$ cat src/logic/ncc_pkg.sv
package ncc_pkg;

	localparam int ADDR_W = 21;
	localparam int DATA_W = 32;

	// flag word protocol with the host.
	localparam logic [DATA_W-1:0] FLAG_START = 32'h0001_0000;
	localparam logic [DATA_W-1:0] FLAG_ACK   = 32'h0000_0002;
	localparam logic [DATA_W-1:0] FLAG_DONE  = 32'h0000_0004;

	// memory map, word addresses.
	localparam logic [ADDR_W-1:0] FLAG_ADDR     = 21'h07_FFFE;
	localparam logic [ADDR_W-1:0] TEMPLATE_BASE = 21'h00_0100;
	localparam logic [ADDR_W-1:0] FRAME_BASE0   = 21'h00_1000;
	localparam logic [ADDR_W-1:0] FRAME_BASE1   = 21'h00_2000;
	localparam logic [ADDR_W-1:0] RESULT_BASE   = 21'h03_CF96;

	typedef logic [31:0] score_t;
	typedef logic [8:0]  win_idx_t;

	// one memory command per cycle, read or write.
	typedef struct packed {
		logic [ADDR_W-1:0] addr;
		logic [DATA_W-1:0] wdata;
		logic              rd_req;
		logic              wr_en;
	} mem_cmd_t;

	typedef struct packed {
		score_t   score;
		win_idx_t index;
	} best_t;

endpackage : ncc_pkg

$ cat src/logic/address_translator.sv
`timescale 1ns/10ps

module address_translator #(
	parameter int TEMPLATE_WORDS = 4
) (
	input  logic                              frame,
	input  logic                              tem_win,  // 0 template, 1 window.
	input  ncc_pkg::win_idx_t                 set,
	input  logic [$clog2(TEMPLATE_WORDS)-1:0] word,
	output logic [ncc_pkg::ADDR_W-1:0]        addr
);
	import ncc_pkg::*;

	localparam logic [ADDR_W-1:0] TW = ADDR_W'(TEMPLATE_WORDS);

	logic [ADDR_W-1:0] base;
	logic [ADDR_W-1:0] set_off;

	always_comb begin
		if (!tem_win) begin
			base = TEMPLATE_BASE;
			set_off = '0;  // a single template for every window.
		end else begin
			base = frame ? FRAME_BASE1 : FRAME_BASE0;
			set_off = ADDR_W'(set) * TW;
		end
		addr = base + set_off + ADDR_W'(word);
	end

endmodule : address_translator

$ cat src/logic/best_window_tracker.sv
`timescale 1ns/10ps

module best_window_tracker (
	input  logic              clk,
	input  logic              rst_n,
	input  logic              trk_clear,
	input  logic              trk_load,
	input  ncc_pkg::score_t   score,
	input  ncc_pkg::win_idx_t set,
	output ncc_pkg::best_t    best
);
	import ncc_pkg::*;

	logic better;

	// strict compare, so a tie keeps the earlier window.
	assign better = score > best.score;

	always_ff @(posedge clk, negedge rst_n) begin
		if (!rst_n) begin
			best <= '0;
		end else if (trk_clear) begin
			best <= '0;
		end else if (trk_load && better) begin
			best.score <= score;
			best.index <= set;
		end
	end

endmodule : best_window_tracker

$ cat src/logic/correlation_accumulator.sv
`timescale 1ns/10ps

module correlation_accumulator (
	input  logic                       clk,
	input  logic                       rst_n,
	input  logic                       acc_clear,
	input  logic                       acc_step,
	input  logic [ncc_pkg::DATA_W-1:0] tem_word,
	input  logic [ncc_pkg::DATA_W-1:0] win_word,
	output ncc_pkg::score_t            score
);
	import ncc_pkg::*;

	localparam int LANES = DATA_W / 8;

	score_t lane_sum;

	// four byte-lane products of the current word pair.
	always_comb begin
		logic [15:0] prod;
		lane_sum = '0;
		for (int i = 0; i < LANES; i++) begin
			prod = 16'(tem_word[8*i +: 8]) * 16'(win_word[8*i +: 8]);
			lane_sum = lane_sum + score_t'(prod);
		end
	end

	always_ff @(posedge clk, negedge rst_n) begin
		if (!rst_n) begin
			score <= '0;
		end else if (acc_clear) begin
			score <= '0;  // clear wins over a step.
		end else if (acc_step) begin
			score <= score + lane_sum;
		end
	end

endmodule : correlation_accumulator

$ cat src/logic/ncc_top.sv
`timescale 1ns/10ps

module ncc_top #(
	parameter int TEMPLATE_WORDS = 4,
	parameter int NUM_WINDOWS    = 8
) (
	input  logic                       clk,
	input  logic                       rst_n,
	input  logic [ncc_pkg::DATA_W-1:0] rd_data,
	input  logic                       rd_ready,
	input  logic [ncc_pkg::DATA_W-1:0] in_flag,
	output ncc_pkg::mem_cmd_t          mem_cmd,
	output logic                       flag_we,
	output logic [ncc_pkg::DATA_W-1:0] out_flag,
	output ncc_pkg::best_t             best
);
	import ncc_pkg::*;

	logic [$clog2(TEMPLATE_WORDS)-1:0] word;
	logic                              tem_win;
	win_idx_t                          set;
	logic                              frame;
	logic [ADDR_W-1:0]                 addr;
	logic                              acc_clear, acc_step;
	logic [DATA_W-1:0]                 tem_word, win_word;
	logic                              trk_clear, trk_load;
	score_t                            score;

	user_interface #(
		.TEMPLATE_WORDS(TEMPLATE_WORDS),
		.NUM_WINDOWS   (NUM_WINDOWS)
	) u_ctrl (
		.clk, .rst_n, .in_flag, .rd_data, .rd_ready, .addr, .score, .best,
		.mem_cmd, .flag_we, .out_flag, .word, .tem_win, .set, .frame,
		.acc_clear, .acc_step, .tem_word, .win_word, .trk_clear, .trk_load
	);

	address_translator #(
		.TEMPLATE_WORDS(TEMPLATE_WORDS)
	) u_xlat (
		.frame, .tem_win, .set, .word, .addr
	);

	correlation_accumulator u_acc (
		.clk, .rst_n, .acc_clear, .acc_step, .tem_word, .win_word, .score
	);

	best_window_tracker u_trk (
		.clk, .rst_n, .trk_clear, .trk_load, .score, .set, .best
	);

endmodule : ncc_top

$ cat src/logic/user_interface.sv
`timescale 1ns/10ps

module user_interface #(
	parameter int TEMPLATE_WORDS = 4,
	parameter int NUM_WINDOWS    = 8
) (
	input  logic                                  clk,
	input  logic                                  rst_n,
	input  logic [ncc_pkg::DATA_W-1:0]            in_flag,
	input  logic [ncc_pkg::DATA_W-1:0]            rd_data,
	input  logic                                  rd_ready,
	input  logic [ncc_pkg::ADDR_W-1:0]            addr,
	input  ncc_pkg::score_t                       score,
	input  ncc_pkg::best_t                        best,
	output ncc_pkg::mem_cmd_t                     mem_cmd,
	output logic                                  flag_we,
	output logic [ncc_pkg::DATA_W-1:0]            out_flag,
	output logic [$clog2(TEMPLATE_WORDS)-1:0]     word,
	output logic                                  tem_win,
	output ncc_pkg::win_idx_t                     set,
	output logic                                  frame,
	output logic                                  acc_clear,
	output logic                                  acc_step,
	output logic [ncc_pkg::DATA_W-1:0]            tem_word,
	output logic [ncc_pkg::DATA_W-1:0]            win_word,
	output logic                                  trk_clear,
	output logic                                  trk_load
);
	import ncc_pkg::*;

	localparam int WORD_W = $clog2(TEMPLATE_WORDS);
	localparam logic [WORD_W-1:0] LAST_WORD = WORD_W'(TEMPLATE_WORDS - 1);
	localparam win_idx_t LAST_SET = win_idx_t'(NUM_WINDOWS - 1);
	localparam logic [ADDR_W-1:0] BIDX_ADDR = RESULT_BASE + ADDR_W'(NUM_WINDOWS);
	localparam logic [ADDR_W-1:0] BSCORE_ADDR = BIDX_ADDR + 21'd1;

	typedef enum logic [3:0] {
		S_IDLE, S_ACK, S_RD_TEM, S_RD_WIN, S_ACCUM,
		S_WR_SCORE, S_WR_BIDX, S_WR_BSCORE, S_DONE
	} state_t;

	state_t cs, ns;
	logic   outstanding;  // a read is in flight.
	logic   armed;        // flag has left the start code since the last run.
	logic   start;

	// memory is big-endian, the datapath works little-endian.
	function automatic logic [DATA_W-1:0] swap(input logic [DATA_W-1:0] d);
		return {d[7:0], d[15:8], d[23:16], d[31:24]};
	endfunction

	assign start = (cs == S_IDLE) && armed && (in_flag == FLAG_START);

	always_comb begin
		ns = cs;
		mem_cmd = '{addr: addr, wdata: '0, rd_req: 1'b0, wr_en: 1'b0};
		flag_we = 1'b0;
		out_flag = '0;
		tem_win = 1'b0;
		acc_clear = 1'b0;
		acc_step = 1'b0;
		trk_clear = 1'b0;
		trk_load = 1'b0;
		case (cs)
			S_IDLE: begin
				if (start) begin
					flag_we = 1'b1;
					out_flag = FLAG_ACK;
					ns = S_ACK;
				end
			end
			S_ACK: begin
				acc_clear = 1'b1;
				trk_clear = 1'b1;
				mem_cmd.rd_req = 1'b1;  // template word 0.
				ns = S_RD_TEM;
			end
			S_RD_TEM: begin
				mem_cmd.rd_req = !outstanding;
				if (rd_ready) ns = S_RD_WIN;
			end
			S_RD_WIN: begin
				tem_win = 1'b1;
				mem_cmd.rd_req = !outstanding;
				if (rd_ready) ns = S_ACCUM;
			end
			S_ACCUM: begin
				acc_step = 1'b1;
				ns = (word == LAST_WORD) ? S_WR_SCORE : S_RD_TEM;
			end
			S_WR_SCORE: begin
				mem_cmd.wr_en = 1'b1;
				mem_cmd.addr = RESULT_BASE + ADDR_W'(set);
				mem_cmd.wdata = swap(score);
				trk_load = 1'b1;
				acc_clear = 1'b1;  // next window starts from zero.
				ns = (set == LAST_SET) ? S_WR_BIDX : S_RD_TEM;
			end
			S_WR_BIDX: begin
				mem_cmd.wr_en = 1'b1;
				mem_cmd.addr = BIDX_ADDR;
				mem_cmd.wdata = swap(DATA_W'(best.index));
				ns = S_WR_BSCORE;
			end
			S_WR_BSCORE: begin
				mem_cmd.wr_en = 1'b1;
				mem_cmd.addr = BSCORE_ADDR;
				mem_cmd.wdata = swap(best.score);
				ns = S_DONE;
			end
			S_DONE: begin
				flag_we = 1'b1;
				out_flag = FLAG_DONE;
				ns = S_IDLE;
			end
			default: ns = S_IDLE;
		endcase
	end

	always_ff @(posedge clk, negedge rst_n) begin
		if (!rst_n) begin
			cs <= S_IDLE;
			outstanding <= 1'b0;
			armed <= 1'b1;
			frame <= 1'b1;  // first start flips it to buffer 0.
			word <= '0;
			set <= '0;
		end else begin
			cs <= ns;
			if (mem_cmd.rd_req) outstanding <= 1'b1;
			else if (rd_ready) outstanding <= 1'b0;
			if (start) begin
				armed <= 1'b0;
				frame <= ~frame;
				word <= '0;
				set <= '0;
			end else if (in_flag != FLAG_START) begin
				armed <= 1'b1;
			end
			if (cs == S_ACCUM) word <= word + 1'b1;  // wraps after the last word.
			if (cs == S_WR_SCORE && set != LAST_SET) set <= set + 1'b1;
		end
	end

	always_ff @(posedge clk) begin
		if (cs == S_RD_TEM && rd_ready) tem_word <= swap(rd_data);
		if (cs == S_RD_WIN && rd_ready) win_word <= swap(rd_data);
	end

endmodule : user_interface

$ cat config.mk
export PLATFORM = sky130hd
export DESIGN_NAME = ncc_top
export DESIGN_NICKNAME = d
export VERILOG_FILES = /design/src/logic/ncc_pkg.sv /design/src/logic/address_translator.sv /design/src/logic/best_window_tracker.sv /design/src/logic/correlation_accumulator.sv /design/src/logic/ncc_top.sv /design/src/logic/user_interface.sv
export SDC_FILE = /design/constraint.sdc
export NUM_CORES = 1
export LEC_CHECK = 0
export ABC_AREA = 1
export BUFFER_PORTS_ARGS = -buffer_cell sky130_fd_sc_hd__buf_2
export CAP_MARGIN = 25
export CORE_AREA = 8 8 213 215
export CTS_BUF_LIST = sky130_fd_sc_hd__clkbuf_8 sky130_fd_sc_hd__clkbuf_16
export CTS_CLUSTER_DIAMETER = 100
export CTS_CLUSTER_SIZE = 24
export DETAILED_ROUTE_END_ITERATION = 10
export DIE_AREA = 0 0 221 223
export GPL_ROUTABILITY_DRIVEN = 0
export PLACE_DENSITY_LB_ADDON = 0.12
export SYNTH_ARGS = -nofsm -noshare
export SYNTH_HDL_FRONTEND = slang
export SYNTH_SLANG_ARGS = --single-unit
$ cat constraint.sdc
create_clock -name clk -period 16.8 [get_ports clk]
set_input_delay 0.84 -clock clk [delete_from_list [all_inputs] [get_ports clk]]
set_output_delay 0.84 -clock clk [all_outputs]
set_load 0.01 [all_outputs]
Word-level counts from Yosys, hierarchy flattened
Index checks and enable logic that the tools add are counted.

storage, ports and cells
  bits in registers = 155
  input port bits = 67
  output and inout bits = 129
  logic and storage cells = 93

cells by class
  add/sub/neg operators = 9
  multiply operators = 4
  order comparisons = 1
  eq/ne operators = 16
  mux-type cells = 33
  bitwise gates (word level) = 1
  reductions and logical operators = 18

operators with widths
  operator                                                 number
  case mux 53 bit (3 select lines)                         1
  2-to-1 mux 41 bit                                        2
  adder 32 x 16 -> 32 bit                                  2
  multiplier 8 x 8 -> 16 bit                               4
  2-to-1 mux 32 bit                                        2
  case mux 32 bit (2 select lines)                         1
  adder 32 bit                                             1
  equality test 32 x 17 -> 1 bit, second input constant    1
  > comparator 32 bit                                      1
  inequality test 32 x 17 -> 1 bit, second input constant  1
  case mux 4 bit (8 select lines)                          1
  adder 21 x 11 -> 21 bit                                  1
  adder 21 x 2 -> 21 bit                                   1
  2-to-1 mux 21 bit                                        1
  adder 18 x 9 -> 19 bit, first input constant             1
  2-to-1 mux 9 bit                                         2
  adder 16 x 16 -> 17 bit                                  1
  equality test 4 x 3 -> 1 bit, second input constant      4
  2-to-1 mux 14 bit                                        1
  2-to-1 mux 4 bit                                         3
  nonzero test 2 bit                                       6
  2-to-1 mux 1 bit                                         11
  2-to-1 mux 11 bit                                        1
  adder 9 x 1 -> 9 bit, second input constant              1
  other kinds (19)                                         31

Depth between registers and ports, before layout
  depth after elaboration = 7
  mapped depth = 40
  gate-level depth less buffers = 39

Hierarchy
From an unflattened synthesis, not the netlist that was laid out.

unflattened totals
  cells, all modules = 2450
  area, all modules = 19371.1 um^2

by module, submodules not included
  module                   instances  cells an instance  area an instance (um^2)  seq. area each (um^2)
  correlation_accumulator  1          1678               12448.2                  800.8
  user_interface           1          409                4095.2                   2374.8
  best_window_tracker      1          329                2655.0                   1026.0
  address_translator       1          34                 172.7                    0.0

Least setup slack after synthesis
OpenSTA, ideal clock, no wires.

  path type = register -> register
  start = reg u_ctrl.tem_word[8] (netlist name)
  end = reg u_acc.score[15]
  library setup time = 0.121 ns
  arrival time = 8.294 ns
  data required time = 16.679 ns
  path slack = 8.385 ns
  stages on the path, launching flop included = 31
  buffers on the path = 1
  period minus slack after synthesis = 8.415 ns
  cells stage by stage = edfxtp_1 -> clkbuf_1 -> nand2_1 -> fa_1 -> fa_1 -> inv_1 -> fa_1 -> fa_1 -> fa_1 -> inv_1 -> fa_1 -> inv_1 -> ha_1 -> nand2_1 -> o31ai_1 -> xor2_1 -> ha_1 -> fa_1 -> inv_1 -> fa_1 -> fa_1 -> fa_1 -> inv_1 -> ha_1 -> a21oi_1 -> o21ai_0 -> nand2_1 -> nand3_1 -> or2_2 -> nand3_1 -> o21ai_1

between the ends
  cells in the longest elaborated chain, start to end = 7

RTL lines
  what                                   RTL line                       text
  start, declared                        user_interface.sv:24           output logic [ncc_pkg::DATA_W-1:0] tem_word,
  start signal, assigned                 user_interface.sv:146          if (cs == S_RD_TEM && rd_ready) tem_word <= swap(rd_data);
  multiplier 8 x 8 -> 16 bit             correlation_accumulator.sv:23  prod = 16'(tem_word[8*i +: 8]) * 16'(win_word[8*i +: 8]);
  adder 16 x 16 -> 17 bit                correlation_accumulator.sv:24  lane_sum = lane_sum + score_t'(prod);
  adder 32 x 16 -> 32 bit (2 in series)  correlation_accumulator.sv:24
  adder 32 bit                           correlation_accumulator.sv:34  score <= score + lane_sum;
  2-to-1 mux 32 bit                      correlation_accumulator.sv:33  end else if (acc_step) begin
  2-to-1 mux 32 bit                      correlation_accumulator.sv:31  end else if (acc_clear) begin
  end signal, assigned                   correlation_accumulator.sv:34
  end, declared                          correlation_accumulator.sv:10  output ncc_pkg::score_t score

No other way between the ends. The select of a mux whose other input is x is not followed.
A chain may end at the register's enable or synchronous reset.

Final worst setup path
  start = reg u_ctrl.win_word[12] (netlist name)
  end = reg u_acc.score[17]

between the ends
  cells in the longest elaborated chain, start to end = 7

RTL lines
  what                                   RTL line                       text
  start, declared                        user_interface.sv:25           output logic [ncc_pkg::DATA_W-1:0] win_word,
  start signal, assigned                 user_interface.sv:147          if (cs == S_RD_WIN && rd_ready) win_word <= swap(rd_data);
  multiplier 8 x 8 -> 16 bit             correlation_accumulator.sv:23
  adder 16 x 16 -> 17 bit                correlation_accumulator.sv:24
  adder 32 x 16 -> 32 bit (2 in series)  correlation_accumulator.sv:24
  adder 32 bit                           correlation_accumulator.sv:34
  2-to-1 mux 32 bit                      correlation_accumulator.sv:33
  2-to-1 mux 32 bit                      correlation_accumulator.sv:31

No other way between the ends. The select of a mux whose other input is x is not followed.

==> qor.csv <==
stage,metric,value,unit
status,status,completed,
synthesis,share of Yosys cell area claimed by the top area cell type,24.09,%
floorplanning,I/O pin count,196,
critical_path,Reg-to-Reg End,u_acc.score[17]$_DFFE_PN0P_,
global_routing,largest net degree at the start of global routing,61,
global_routing,grt total ovfl,0,
detailed_routing,wire per inst,17.02,um
floorplanning,core area,42320,um^2
clock_tree,Post-CTS Setup Inserts,0,
detailed_routing,Final ANT Viol Nets,0,
clock_tree,maximum clock path buffer count,2,
synthesis,Synth Register Bits,155,
finish,synthesis-to-layout area growth,8.569,%
global_routing,vias in the first global route,15520,
finish,nets,2891,
critical_path,CP Data Required Time,17180,ps
timing,# setup viols final,0,
place,DP Wirelength,41210,um
clock_tree,"Clk Latency, worst-skew pair",500,ps
finish,layout cells sized above 1,8.997,%
synthesis,Mapped Cells,2324,
synthesis,"top cells by area, synth","fa_1 (24%), ha_1 (13%), inv_1 (12%), dfrtp_1 (12%), edfxtp_1 (10%)",
clock_tree,Sink Count,155,
critical_path,critical path peak fanout,8,
critical_path,RR Startpoint,u_ctrl.win_word[12]$_DFFE_PP_,
timing,fmax,105.9,MHz
synthesis,number of distinct library cells after synthesis,43,
synthesis,"count leader, synth",inv_1,
critical_path,Max stage delay on crit path,560,ps
synthesis,"Primary FF master, synth",dfrtp_1,
floorplanning,full die area,49280,um^2
detailed_routing,drt via density,4.938,
finish,ANT cells,0,
finish,fillers,4205,
clock_tree,H-tree levels,4,
timing,Final Hold Viols,0,
detailed_routing,Post-route DRC,0,
global_routing,All-Layer GR Usage,21.54,%
synthesis,"FFs w/ async S/R, synth",58.71,%
detailed_routing,drt first pass iters,7,
synthesis,number of synthesized flops with an enable pin,64,
synthesis,Post-Syn Area,18620,um^2
floorplanning,Die Y,223,um
timing,"Period Utilization, post-route",56.21,%
synthesis,Avg Inst Size Synth,8.011,um^2
min_path,worst hold path class,input port to asynchronous set/reset pin,
timing,fin. max-slew vios,0,
timing,hold slack,294.4,ps
critical_path,worst reg-to-reg setup slack,7360,ps
timing,Slew HR,41.68,%
place,I/O Buffers,162,
job,reported max-cap violation count,0,
critical_path,crit start category,register,
detailed_routing,via count of the routed design,14660,
synthesis,cell taking the most area after synthesis,fa_1,
synthesis,sequential share of the synthesized area,22.57,%
synthesis,Synth Warn #,0,
clock_tree,Worst-path clk slew,80,ps
timing,Tmin final,9443,ps
global_routing,first-pass GRT wire length,84490,um
critical_path,Reg2Reg Depth,32,
floorplanning,Site Rows,76,
synthesis,leading cell types by count after synthesis,"inv_1 (609), nand2_1 (509), fa_1 (224)",
clock_tree,CTS resizes,0,
timing,unrepaired setup endpoints after global routing,no,
clock_tree,# hold bufs at CTS,0,
timing,Final Skew,13.81,ps
timing,TNS Setup,0,ps
global_routing,initial antenna violation count,0,
critical_path,CP max stage cell,fa_1,
floorplanning,die width,221,um
critical_path,Setup CP Type,register to register,
timing,actual slew at the worst max-slew pin,871.7,ps
critical_path,critical path arrival,9820,ps
clock_tree,Num CTS Buffers,17,
floorplanning,Starting Density,43.99,%
detailed_routing,First DRT Iteration DRCs,783,
critical_path,cell mode on critical path,fa_1,
detailed_routing,final WL,50530,um
clock_tree,root buf cell,clkbuf_16,
clock_tree,CTS tree,done,
critical_path,critical path endpoint category,register,
## state kept, by name, summed over array words and instances, names as in the netlist
register	cells
u_ctrl.tem_word	32
u_ctrl.set	9
u_ctrl.armed	1
u_ctrl.frame	1
u_ctrl.cs	4
u_ctrl.word	2
u_trk.best	41
u_ctrl.win_word	32
u_ctrl.outstanding	1
u_acc.score	32
## worst max path at each step
stage | to | slack (ps) | cells past startpoint | start
floorplan | u_acc.score[15]$_DFFE_PN0P_ | 8390 | 30 | u_ctrl.tem_word[8]$_DFFE_PP_
global placement | u_acc.score[17]$_DFFE_PN0P_ | 7450 | 32 | u_ctrl.tem_word[11]$_DFFE_PP_
detailed placement | u_acc.score[17]$_DFFE_PN0P_ | 7420 | 32 | u_ctrl.win_word[12]$_DFFE_PP_
CTS | u_acc.score[17]$_DFFE_PN0P_ | 7320 | 32 | u_ctrl.win_word[12]$_DFFE_PP_
global route | u_acc.score[29]$_DFFE_PN0P_ | 6870 | 34 | u_ctrl.win_word[12]$_DFFE_PP_
finish | u_acc.score[17]$_DFFE_PN0P_ | 7360 | 32 | u_ctrl.win_word[12]$_DFFE_PP_
## cell families after synthesis
family                     after synthesis  synth area share, %
AOI/OAI and AO/OA                      198                6.109
xor gates and xnor gates                15               0.7057
adders and majority gates              414                36.86
buffers and inverters                  751                16.06
DFF                                    155                22.57
other                                    1              0.02014
and+or+nand+nor                        790                17.68
## critical path: cells and delay by family (launching register included)
kind	cells	cell delay [ps]
buffers and inverters	7	370
adders and majority gates	13	6190
and+or+nand+nor	8	860
DFF	1	540
AOI/OAI and AO/OA	3	1080
xor gates and xnor gates	1	260
## per-stage QoR
stage / instance area [um^2] / setup WS [ps] / cells / utilization [%]
finish: 20210 / 7357 / 2969 / 47.76
global route: 20210 / 6873 / 2969 / 47.76
CTS: 20210 / 7319 / 2969 / 47.76
detailed placement: 19640 / 7421 / 2937 / 46.42
global placement: 19620 / 7453 / 2936 / 46.36
floorplan: 18740 / 8385 / 2356 / -
## cells in the final DEF (no fill, tap or decap), types with 4 or more instances in the layout
| cell | n |
|---|---|
| inv_1 | 611 |
| nand2_1 | 509 |
| fa_1 | 224 |
| ha_1 | 190 |
| buf_2 | 161 |
| nand3_1 | 148 |
| dfrtp_1 | 89 |
| nor2_1 | 76 |
| o21ai_0 | 66 |
| a21oi_1 | 66 |
| edfxtp_1 | 64 |
| conb_1 | 33 |
| o22ai_1 | 21 |
| clkbuf_16 | 17 |
| nor4_1 | 15 |
| nor3_1 | 15 |
| nand4_1 | 14 |
| xor2_1 | 11 |
| o221ai_1 | 9 |
| o211ai_1 | 8 |
| inv_2 | 7 |
| buf_4 | 7 |
| a21o_1 | 5 |
| o21ai_1 | 5 |
| xnor2_1 | 4 |
## routing by layer
layer | up-vias | GRT usage [%] | share of wire [%]
met5 | - | 0 | 0
met2 | 331 | 34.64 | 47
met4 | 0 | 5.467 | 1.6
met3 | 40 | 4.255 | 4.6
li1 | 7162 | - | -
met1 | 7128 | 29.56 | 47
## final cells by class
type / instances / area (um^2) / share of cell area [%]
clock buffer: 17 / 425.4 / 2.105
clock inverter: 15 / 142.6 / 0.7057
inverter: 617 / 2316 / 11.46
multi-input combinational: 1450 / 11560 / 57.18
sequential: 155 / 4202 / 20.79
tap: 546 / 683.2 / 3.380
timing repair buffer: 169 / 885.9 / 4.383
Power is left out: the tool's default activity adds up to more than one toggle a clock period on the data nets, which glitch-free logic cannot reach.
